[config.mk]
export PLATFORM = sky130hd
export DESIGN_NAME = exu_top
export DESIGN_NICKNAME = d
export VERILOG_FILES = /design/src/exu_pkg.sv /design/src/exu_cmd_if.sv /design/src/exu_ctrl.sv /design/src/exu_ialu.sv /design/src/exu_pc.sv /design/src/exu_wb.sv /design/src/exu_top.sv
export SDC_FILE = /design/constraint.sdc
export NUM_CORES = 1
export LEC_CHECK = 0
export ABC_AREA = 1
export ABC_CLOCK_PERIOD_IN_PS = 8400
export BUFFER_PORTS_ARGS = -buffer_cell sky130_fd_sc_hd__buf_2
export CAP_MARGIN = 20
export CORE_UTILIZATION = 35
export DETAILED_ROUTE_END_ITERATION = 10
export PLACE_DENSITY_LB_ADDON = 0.08
export SLEW_MARGIN = 20
export SYNTH_ARGS = -nofsm -noshare
export SYNTH_HDL_FRONTEND = slang
export SYNTH_SLANG_ARGS = --single-unit
[constraint.sdc]
create_clock -name clk -period 8.4 [get_ports clk]
set_input_delay 1.68 -clock clk [delete_from_list [all_inputs] [get_ports clk]]
set_output_delay 1.68 -clock clk [all_outputs]
set_load 0.05 [all_outputs]
[src/exu_pkg.sv]
// ------------------------------------------------
// Shared widths, word types and command encodings
// for the execution stage. Imported by every block.
// ------------------------------------------------
package exu_pkg;

    localparam int xlen = 32;                       // Data word width

    typedef logic [xlen-1:0] xlen_t;                // Data word or PC
    typedef logic [4:0]      reg_addr_t;            // Register-file address

    // ------------------------------------------------
    // Command encodings
    // ------------------------------------------------
    typedef enum logic [4:0] {
        ialu_cmd_none,
        ialu_cmd_add,
        ialu_cmd_sub,
        ialu_cmd_and,
        ialu_cmd_or,
        ialu_cmd_xor,
        ialu_cmd_sll,
        ialu_cmd_srl,
        ialu_cmd_sra,
        ialu_cmd_slt,
        ialu_cmd_sltu,
        ialu_cmd_eq,                                // Compares drive cmp only
        ialu_cmd_ne,
        ialu_cmd_lt,
        ialu_cmd_ge,
        ialu_cmd_ltu,
        ialu_cmd_geu
    } ialu_cmd_e;

    typedef enum logic {
        ialu_op_reg_reg,                            // op2 from rs2
        ialu_op_reg_imm                             // op2 from immediate
    } ialu_op_e;

    typedef enum logic {
        sum2_op_pc_imm,                             // Branch and JAL targets
        sum2_op_reg_imm                             // JALR targets
    } sum2_op_e;

    typedef enum logic [2:0] {
        rd_wb_none,
        rd_wb_ialu,
        rd_wb_sum2,
        rd_wb_imm,                                  // LUI
        rd_wb_inc_pc                                // Link address
    } rd_wb_sel_e;

    typedef enum logic [3:0] {
        exc_instr_misalign = 4'd0,
        exc_illegal_instr  = 4'd2,
        exc_ecall_m        = 4'd11
    } exc_code_e;

    localparam xlen_t pc_inc    = 32'd4;            // No compressed instructions
    localparam xlen_t jump_mask = 32'hffff_fffe;    // Clears target bit 0

endpackage

[src/exu_cmd_if.sv]
// ------------------------------------------------
// Queued command, driven by the control block and
// read by the ALU, PC and write-back blocks.
// ------------------------------------------------
interface exu_cmd_if;
    import exu_pkg::*;

    logic       vd;                                 // Queue entry valid
    ialu_cmd_e  ialu_cmd;
    ialu_op_e   ialu_op;
    sum2_op_e   sum2_op;
    rd_wb_sel_e rd_wb_sel;
    xlen_t      imm;
    reg_addr_t  rs1_addr;
    reg_addr_t  rs2_addr;
    reg_addr_t  rd_addr;
    logic       jump_req;
    logic       branch_req;
    logic       exc_req;                            // Exception flagged by decode
    exc_code_e  exc_code;

    modport ctrl (output vd, ialu_cmd, ialu_op, sum2_op, rd_wb_sel, imm, rs1_addr,
                  rs2_addr, rd_addr, jump_req, branch_req, exc_req, exc_code);
    modport dp   (input  vd, ialu_cmd, ialu_op, sum2_op, rd_wb_sel, imm, rs1_addr,
                  rs2_addr, rd_addr, jump_req, branch_req, exc_req, exc_code);
endinterface

[src/exu_ctrl.sv]
// ------------------------------------------------
// Stage control: one-entry command queue, jump and
// branch resolution, exceptions and redirect request.
// ------------------------------------------------
module exu_ctrl (
    input  logic                  clk,
    input  logic                  rst_n,
    input  logic                  idu_req,          // Level request from decode
    input  exu_pkg::ialu_cmd_e    idu_ialu_cmd,
    input  exu_pkg::ialu_op_e     idu_ialu_op,
    input  exu_pkg::sum2_op_e     idu_sum2_op,
    input  exu_pkg::rd_wb_sel_e   idu_rd_wb_sel,
    input  exu_pkg::xlen_t        idu_imm,
    input  exu_pkg::reg_addr_t    idu_rs1_addr,
    input  exu_pkg::reg_addr_t    idu_rs2_addr,
    input  exu_pkg::reg_addr_t    idu_rd_addr,
    input  logic                  idu_jump_req,
    input  logic                  idu_branch_req,
    input  logic                  idu_exc_req,
    input  exu_pkg::exc_code_e    idu_exc_code,
    exu_cmd_if.ctrl               cmd,
    input  logic                  cmp,              // Branch condition from ALU
    input  exu_pkg::xlen_t        sum2_res,         // Raw jump target
    input  logic                  init_pc,
    output logic                  jb_taken,
    output logic                  new_pc_req,
    output logic                  exc_req,
    output logic                  instret,
    output logic                  take_exc,
    output exu_pkg::exc_code_e    exc_code
);
    import exu_pkg::*;

    xlen_t jb_target;                               // Target with bit 0 cleared
    logic  jb_misalign;

    // ------------------------------------------------
    // Command queue
    // ------------------------------------------------
    always_ff @(posedge clk or negedge rst_n) begin
        if (!rst_n) begin
            cmd.vd <= 1'b0;
        end else begin
            cmd.vd <= idu_req & ~new_pc_req;        // Flush on redirect
        end
    end

    always_ff @(posedge clk) begin
        if (idu_req) begin                          // Payload only, no reset
            cmd.ialu_cmd   <= idu_ialu_cmd;
            cmd.ialu_op    <= idu_ialu_op;
            cmd.sum2_op    <= idu_sum2_op;
            cmd.rd_wb_sel  <= idu_rd_wb_sel;
            cmd.imm        <= idu_imm;
            cmd.rs1_addr   <= idu_rs1_addr;
            cmd.rs2_addr   <= idu_rs2_addr;
            cmd.rd_addr    <= idu_rd_addr;
            cmd.jump_req   <= idu_jump_req;
            cmd.branch_req <= idu_branch_req;
            cmd.exc_req    <= idu_exc_req;
            cmd.exc_code   <= idu_exc_code;
        end
    end

    // ------------------------------------------------
    // Resolution and exceptions
    // ------------------------------------------------
    assign jb_taken    = cmd.vd & (cmd.jump_req | (cmd.branch_req & cmp));
    assign jb_target   = sum2_res & jump_mask;
    assign jb_misalign = jb_taken & jb_target[1];   // Not word aligned

    assign exc_req  = cmd.vd & (cmd.exc_req | jb_misalign);
    assign take_exc = exc_req;

    always_comb begin
        if (cmd.exc_req) begin                      // Decode fault wins
            exc_code = cmd.exc_code;
        end else if (jb_misalign) begin
            exc_code = exc_instr_misalign;
        end else begin
            exc_code = exc_ecall_m;                 // Idle value
        end
    end

    assign new_pc_req = init_pc | jb_taken | exc_req;
    assign instret    = cmd.vd;                     // Single-cycle retire

endmodule

[src/exu_ialu.sv]
// ------------------------------------------------
// Integer ALU with operand selection, address adder
// and branch comparator. Purely combinational.
// ------------------------------------------------
module exu_ialu (
    exu_cmd_if.dp          cmd,
    input  exu_pkg::xlen_t rs1_data,
    input  exu_pkg::xlen_t rs2_data,
    input  exu_pkg::xlen_t curr_pc,
    output exu_pkg::xlen_t ialu_res,
    output exu_pkg::xlen_t sum2_res,
    output logic           cmp
);
    import exu_pkg::*;

    xlen_t      op1;
    xlen_t      op2;
    xlen_t      sum2_op1;
    logic [4:0] shamt;                              // Shift amount
    logic       lt_s;                               // Signed less-than
    logic       lt_u;                               // Unsigned less-than

    // ------------------------------------------------
    // Operand fetch
    // ------------------------------------------------
    assign op1      = rs1_data;
    assign op2      = (cmd.ialu_op == ialu_op_reg_reg) ? rs2_data : cmd.imm;
    assign sum2_op1 = (cmd.sum2_op == sum2_op_reg_imm) ? rs1_data : curr_pc;
    assign sum2_res = sum2_op1 + cmd.imm;           // Jump target or link base

    assign shamt = op2[4:0];
    assign lt_s  = $signed(op1) < $signed(op2);
    assign lt_u  = op1 < op2;

    // ------------------------------------------------
    // Main ALU
    // ------------------------------------------------
    always_comb begin
        ialu_res = '0;
        cmp      = 1'b0;
        case (cmd.ialu_cmd)
            ialu_cmd_add  : ialu_res = op1 + op2;
            ialu_cmd_sub  : ialu_res = op1 - op2;
            ialu_cmd_and  : ialu_res = op1 & op2;
            ialu_cmd_or   : ialu_res = op1 | op2;
            ialu_cmd_xor  : ialu_res = op1 ^ op2;
            ialu_cmd_sll  : ialu_res = op1 << shamt;
            ialu_cmd_srl  : ialu_res = op1 >> shamt;
            ialu_cmd_sra  : ialu_res = xlen_t'($signed(op1) >>> shamt);
            ialu_cmd_slt  : ialu_res = {{(xlen-1){1'b0}}, lt_s};
            ialu_cmd_sltu : ialu_res = {{(xlen-1){1'b0}}, lt_u};
            ialu_cmd_eq   : cmp = (op1 == op2);
            ialu_cmd_ne   : cmp = (op1 != op2);
            ialu_cmd_lt   : cmp = lt_s;
            ialu_cmd_ge   : cmp = ~lt_s;
            ialu_cmd_ltu  : cmp = lt_u;
            ialu_cmd_geu  : cmp = ~lt_u;
            default       : ;                       // None, result stays zero
        endcase
    end

endmodule

[src/exu_pc.sv]
// ------------------------------------------------
// Program counter, reset-exit sequencer and next-PC
// selection. Vectors come from the top level.
// ------------------------------------------------
module exu_pc #(
    parameter exu_pkg::xlen_t rst_vector  = 32'h200,
    parameter exu_pkg::xlen_t trap_vector = 32'h100
) (
    input  logic           clk,
    input  logic           rst_n,
    exu_cmd_if.dp          cmd,
    input  logic           jb_taken,
    input  logic           new_pc_req,
    input  logic           exc_req,
    input  logic           instret,
    input  exu_pkg::xlen_t sum2_res,
    output logic           init_pc,
    output exu_pkg::xlen_t curr_pc,
    output exu_pkg::xlen_t inc_pc,
    output exu_pkg::xlen_t new_pc
);
    import exu_pkg::*;

    logic [3:0] init_pc_v;                          // Reset-exit shifter

    // ------------------------------------------------
    // Reset exit, one pulse after the third edge
    // ------------------------------------------------
    always_ff @(posedge clk or negedge rst_n) begin
        if (!rst_n) begin
            init_pc_v <= '0;
        end else if (!(&init_pc_v)) begin
            init_pc_v <= {init_pc_v[2:0], 1'b1};    // Fill with ones
        end
    end

    assign init_pc = ~init_pc_v[3] & init_pc_v[2];

    assign inc_pc = curr_pc + pc_inc;

    always_comb begin
        if (init_pc) begin
            new_pc = rst_vector;
        end else if (exc_req) begin                 // Trap beats the jump
            new_pc = trap_vector;
        end else if (jb_taken) begin
            new_pc = sum2_res & jump_mask;
        end else begin
            new_pc = cmd.vd ? inc_pc : curr_pc;     // Sequential next PC
        end
    end

    always_ff @(posedge clk or negedge rst_n) begin
        if (!rst_n) begin
            curr_pc <= rst_vector;
        end else if (instret | init_pc) begin
            curr_pc <= new_pc_req ? new_pc : inc_pc;
        end
    end

endmodule

[src/exu_wb.sv]
// ------------------------------------------------
// Register-file write-back and trap value selection
// for the retiring command.
// ------------------------------------------------
module exu_wb (
    exu_cmd_if.dp              cmd,
    input  logic               exc_req,
    input  exu_pkg::xlen_t     ialu_res,
    input  exu_pkg::xlen_t     sum2_res,
    input  exu_pkg::xlen_t     inc_pc,
    output logic               mprf_w_req,
    output exu_pkg::reg_addr_t mprf_rd_addr,
    output exu_pkg::xlen_t     mprf_rd_data,
    output exu_pkg::xlen_t     trap_val,
    input  exu_pkg::exc_code_e exc_code
);
    import exu_pkg::*;

    // No write when the command traps
    assign mprf_w_req   = cmd.vd & (cmd.rd_wb_sel != rd_wb_none) & ~exc_req;
    assign mprf_rd_addr = cmd.rd_addr;

    always_comb begin
        case (cmd.rd_wb_sel)
            rd_wb_sum2   : mprf_rd_data = sum2_res;     // AUIPC
            rd_wb_imm    : mprf_rd_data = cmd.imm;
            rd_wb_inc_pc : mprf_rd_data = inc_pc;       // Link for JAL/JALR
            default      : mprf_rd_data = ialu_res;
        endcase
    end

    always_comb begin
        case (exc_code)
            exc_instr_misalign : trap_val = sum2_res & jump_mask;
            exc_illegal_instr  : trap_val = cmd.imm;    // Faulting instruction word
            default            : trap_val = '0;
        endcase
    end

endmodule

[src/exu_top.sv]
// ------------------------------------------------
// Execution stage top level. Connects decode and the
// register file through plain ports.
// ------------------------------------------------
module exu_top #(
    parameter exu_pkg::xlen_t rst_vector  = 32'h200,
    parameter exu_pkg::xlen_t trap_vector = 32'h100
) (
    input  logic                  clk,
    input  logic                  rst_n,
    input  logic                  idu_req,
    input  exu_pkg::ialu_cmd_e    ialu_cmd,
    input  exu_pkg::ialu_op_e     ialu_op,
    input  exu_pkg::sum2_op_e     sum2_op,
    input  exu_pkg::rd_wb_sel_e   rd_wb_sel,
    input  exu_pkg::xlen_t        imm,
    input  exu_pkg::reg_addr_t    rs1_addr,
    input  exu_pkg::reg_addr_t    rs2_addr,
    input  exu_pkg::reg_addr_t    rd_addr,
    input  logic                  jump_req,
    input  logic                  branch_req,
    input  logic                  exc_req,
    input  exu_pkg::exc_code_e    exc_code,
    output exu_pkg::reg_addr_t    mprf_rs1_addr,
    output exu_pkg::reg_addr_t    mprf_rs2_addr,
    input  exu_pkg::xlen_t        mprf_rs1_data,
    input  exu_pkg::xlen_t        mprf_rs2_data,
    output logic                  mprf_w_req,
    output exu_pkg::reg_addr_t    mprf_rd_addr,
    output exu_pkg::xlen_t        mprf_rd_data,
    output logic                  take_exc,
    output exu_pkg::exc_code_e    exc_code_out,
    output exu_pkg::xlen_t        trap_val,
    output exu_pkg::xlen_t        curr_pc,
    output logic                  new_pc_req,
    output exu_pkg::xlen_t        new_pc,
    output logic                  instret,
    output logic                  init_pc
);
    import exu_pkg::*;

    xlen_t ialu_res;
    xlen_t sum2_res;
    xlen_t inc_pc;
    logic  cmp;
    logic  jb_taken;
    logic  exu_exc_req;                             // Stage exception, any source

    exu_cmd_if cmd ();

    assign mprf_rs1_addr = cmd.rs1_addr;            // Read ports follow the queue
    assign mprf_rs2_addr = cmd.rs2_addr;

    exu_ctrl i_ctrl (
        .clk(clk), .rst_n(rst_n), .idu_req(idu_req),
        .idu_ialu_cmd(ialu_cmd), .idu_ialu_op(ialu_op), .idu_sum2_op(sum2_op),
        .idu_rd_wb_sel(rd_wb_sel), .idu_imm(imm), .idu_rs1_addr(rs1_addr),
        .idu_rs2_addr(rs2_addr), .idu_rd_addr(rd_addr), .idu_jump_req(jump_req),
        .idu_branch_req(branch_req), .idu_exc_req(exc_req), .idu_exc_code(exc_code),
        .cmd(cmd.ctrl), .cmp(cmp), .sum2_res(sum2_res), .init_pc(init_pc),
        .jb_taken(jb_taken), .new_pc_req(new_pc_req), .exc_req(exu_exc_req),
        .instret(instret), .take_exc(take_exc), .exc_code(exc_code_out)
    );

    exu_ialu i_ialu (
        .cmd(cmd.dp), .rs1_data(mprf_rs1_data), .rs2_data(mprf_rs2_data),
        .curr_pc(curr_pc), .ialu_res(ialu_res), .sum2_res(sum2_res), .cmp(cmp)
    );

    exu_pc #(.rst_vector(rst_vector), .trap_vector(trap_vector)) i_pc (
        .clk(clk), .rst_n(rst_n), .cmd(cmd.dp), .jb_taken(jb_taken),
        .new_pc_req(new_pc_req), .exc_req(exu_exc_req), .instret(instret),
        .sum2_res(sum2_res), .init_pc(init_pc), .curr_pc(curr_pc),
        .inc_pc(inc_pc), .new_pc(new_pc)
    );

    exu_wb i_wb (
        .cmd(cmd.dp), .exc_req(exu_exc_req), .ialu_res(ialu_res),
        .sum2_res(sum2_res), .inc_pc(inc_pc), .mprf_w_req(mprf_w_req),
        .mprf_rd_addr(mprf_rd_addr), .mprf_rd_data(mprf_rd_data),
        .trap_val(trap_val), .exc_code(exc_code_out)
    );

endmodule

==> results.json <==
{
  "min_path_cells": 0,
  "wirelength_um": 90870,
  "synth_top_area_frac": 0.1713,
  "hold_violations": 0,
  "layout-drive-gt1-share": 0.1353,
  "clockBufferDepth": 2,
  "outcome": "finished clean",
  "viasPerCell": 5.772,
  "crit_required_ns": 6.72,
  "post-synth-top-area-cell": "nand2_1",
  "yosysSeqAreaShare": 0.1676,
  "cts_resized": 0,
  "synthArstFlopShare": 0.3663,
  "ys_warn_count": 0,
  "cp-start-kind": "input port",
  "drcViolationCount": 0,
  "power_mw": 3.557,
  "cts_buffers": 9,
  "synth_flop_cell": "edfxtp_1",
  "period_share": 0.9076,
  "grt_pass1_vias": 20380,
  "skew_ns": 0.01838,
  "rows": 80,
  "portBuffers": 282,
  "vdd_drop_max_uv": 205.4,
  "grt.total_usage": 0.3603,
  "worst-path-buf-inv": 3,
  "max_freq_mhz": 131.2,
  "setup_viol": 0,
  "ys_types": 64,
  "dr.pass1.iters": 6,
  "ys_ff_latch": 101,
  "path_cells": "buf_2 > nand2_1 > nand2_1 > ha_1 > fa_1 > o21ai_0 > nand3_1 > nand2_1 > nand2_1 > nand2_2 > nand2_2 > nand2_1 > nand2_1 > nand3_1 > nand3_1 > nand2_2 > nand2_4 > nand3_4 > nand2_4 > nand2_2 > inv_1 > nor3_1 > buf_12",
  "setup_ws_ns": 0.7765,
  "cts_setup_buffers": 0,
  "slew_headroom": 0.3367,
  "overflow": 0,
  "finalSetupTns_ns": 0,
  "dieArea_mm2": 0.04946,
  "dr.first_iter.drc_count": 2275,
  "syn_inst": 2896,
  "cp_data_arrival_time_ns": 5.94,
  "io_pins": 283,
  "cp_slowest_cell": "nor3_1",
  "p_per_area_mw_per_mm2": 184.8,
  "core_region_area_mm2": 0.04785,
  "clkTransAtPathRegs_ns": 0.08,
  "slew_violations": 0,
  "grt_max_degree": 84,
  "fin_nets": 3355,
  "path_delay_family": "simple AND/OR/NAND/NOR gates",
  "dieHeight_um": 222.4,
  "cp.depth": 23,
  "cpPeakStageDelay_ns": 0.50,
  "worst_setup_path_end_kind": "output pin",
  "gp_congestion": 1.037,
  "pre_cts_ws_ns": 0.8446,
  "cts-root-buf": "clkbuf_16",
  "crit_path_frequent_cell": "nand2_1",
  "power_leakage_nw": 9.695,
  "grt_first_pass_wirelength_um": 131700,
  "postLayoutCoreUtil": 0.4023,
  "synth_edf_count": 64,
  "syn_to_final_growth_pct": 13.23,
  "hpwl_um": 75420,
  "clkLatencyLatePin_ns": 0.40,
  "cts_tree": "yes",
  "hold_class": "reg -> reg",
  "antenna_found_initial": 3,
  "drtAntennaViolNets": 0,
  "cts_sinks": 101,
  "critPathKind": "in -> out",
  "whs_ns": 0.3596,
  "period_minus_slack_ns": 7.624,
  "synth_area_mm2": 0.01700,
  "die_w_um": 222.4,
  "synth_area_leaders": "nand2_1 17%, edfxtp_1 11%, o21ai_0 10%",
  "maxCapViolations": 0,
  "wl_per_cell_um": 24.47,
  "final_cell_mix": "775 x nand2_1, 377 x inv_1, 352 x o21ai_0, 280 x buf_2, 220 x nor2_1",
  "cts.htree.levels": 3,
  "final_common_cell": "nand2_1",
  "syn_avg_cell_area_um2": 5.870,
  "path_max_fanout": 11,
  "num-fill-cells": 5418,
  "tightest_slew_ns": 0.9950,
  "vias": 21430,
  "initial_core_util": 0.3553,
  "syn_nets": 3159,
  "reg2reg_depth": 23,
  "rsz0062_at_grt": "false",
  "postCtsHoldBufs": 0
}
## state kept, by name (all words and copies together), names as in the netlist
signal                 cells
i_ctrl.cmd.sum2_op         1
i_ctrl.cmd.ialu_cmd        5
i_ctrl.cmd.exc_code        4
i_ctrl.cmd.jump_req        1
i_ctrl.cmd.rd_addr         5
i_ctrl.cmd.rs1_addr        5
i_ctrl.cmd.vd              1
i_pc.curr_pc              32
i_ctrl.cmd.ialu_op         1
i_ctrl.cmd.rs2_addr        5
i_ctrl.cmd.branch_req      1
i_pc.init_pc_v             4
i_ctrl.cmd.rd_wb_sel       3
i_ctrl.cmd.imm            32
i_ctrl.cmd.exc_req         1
## stage by stage
| step | instances | area, um2 |
|---|---|---|
| finish | 3713 | 19250 |
| detailed placement | 3696 | 18940 |
| global route | 3713 | 19250 |
| global placement | 3696 | 18940 |
| CTS | 3712 | 19250 |
| floorplan | 2896 | 17000 |
## final timing paths
kind,from,end,slack (ns)
worst max-delay path,mprf_rs2_data[0],new_pc[28],0.78
worst min-delay path,i_pc.init_pc_v[1],i_pc.init_pc_v[2],0.36
worst min register to register,i_pc.init_pc_v[1],i_pc.init_pc_v[2],0.36
min in group asynchronous,rst_n,i_pc.curr_pc[26],1.38
worst max register to register,i_ctrl.cmd.ialu_op,i_ctrl.cmd.vd,3.49
max in group asynchronous,rst_n,i_ctrl.cmd.vd,6.40
## power breakdown
group / leakage, nW / internal [mW] / switching (mW)
Clock: 0.154 / 0.227 / 0.232
Sequential: 1.10 / 0.596 / 0.0941
Combinational: 8.44 / 0.588 / 1.82
Total: 9.69 / 1.41 / 2.15
## area by class of cell
class,count,area [um2],area share
Sequential cell,101,2850,0.1481
Clock inverter,6,60.06,0.003120
Timing Repair Buffer,329,1794,0.09321
Inverter,392,1471,0.07644
Multi-Input combinational cell,2259,12050,0.6260
Clock buffer,10,250.2,0.01300
Antenna cell,1,2.502,0.0001300
Tap cell,615,769.5,0.03998
## synthesized netlist by cell type (8+ instances only)
library cell / n
o22ai_1: 31
dfrtp_1: 36
o221ai_1: 14
o211ai_1: 36
a31oi_1: 11
o2111ai_1: 16
nor3_1: 36
nand4_1: 72
nand2_1: 776
o21ai_0: 353
inv_2: 10
ha_1: 129
mux2i_1: 12
xor2_1: 41
inv_1: 377
edfxtp_1: 64
a221oi_1: 16
nor2_1: 224
clkbuf_1: 82
o21bai_1: 13
or2_2: 40
a21oi_1: 184
o21a_1: 9
buf_2: 38
buf_1: 11
o21ai_1: 21
nand3b_1: 10
a211oi_1: 8
nor4_1: 11
nand3_1: 139
## per-layer routing
| metal | vias to the layer above | share of wire | GRT usage |
|---|---|---|---|
| li1 | 10070 | - | - |
| met1 | 10120 | 0.42 | 0.4798 |
| met2 | 1085 | 0.45 | 0.5783 |
| met3 | 162 | 0.082 | 0.04311 |
| met4 | 2 | 0.049 | 0.1706 |
| met5 | - | 0.000099 | 0 |
## logic make-up after synthesis
| family | Yosys count | synth area share |
|---|---|---|
| simple gates | 1329 | 0.3317 |
| compound gates | 737 | 0.2448 |
| buf+inv | 536 | 0.1254 |
| fa+ha+maj | 132 | 0.09848 |
| flops | 101 | 0.1676 |
| xor+xnor | 48 | 0.02473 |
| mux | 12 | 0.007066 |
| other cells | 1 | 0.0002206 |
## worst register-to-register path, stage by stage (launching register included)
cell      delay (ns)
edfxtp_1        0.67
inv_2           0.31
nand2_1         0.13
nand2_1         0.43
ha_1            0.44
fa_1            0.44
o21ai_0         0.29
nand3_1         0.16
nand2_1         0.16
nand2_1         0.08
nand2_2         0.12
nand2_2         0.10
nand2_1         0.12
nand2_1         0.09
nand3_1         0.09
nand3_1         0.09
nand2_2         0.16
nand2_4         0.10
nand3_4         0.08
nand2_4         0.08
nand2_2         0.12
buf_4           0.31
nand2_1         0.16
nor2_1          0.11
Power figures use the tool's default switching activity.
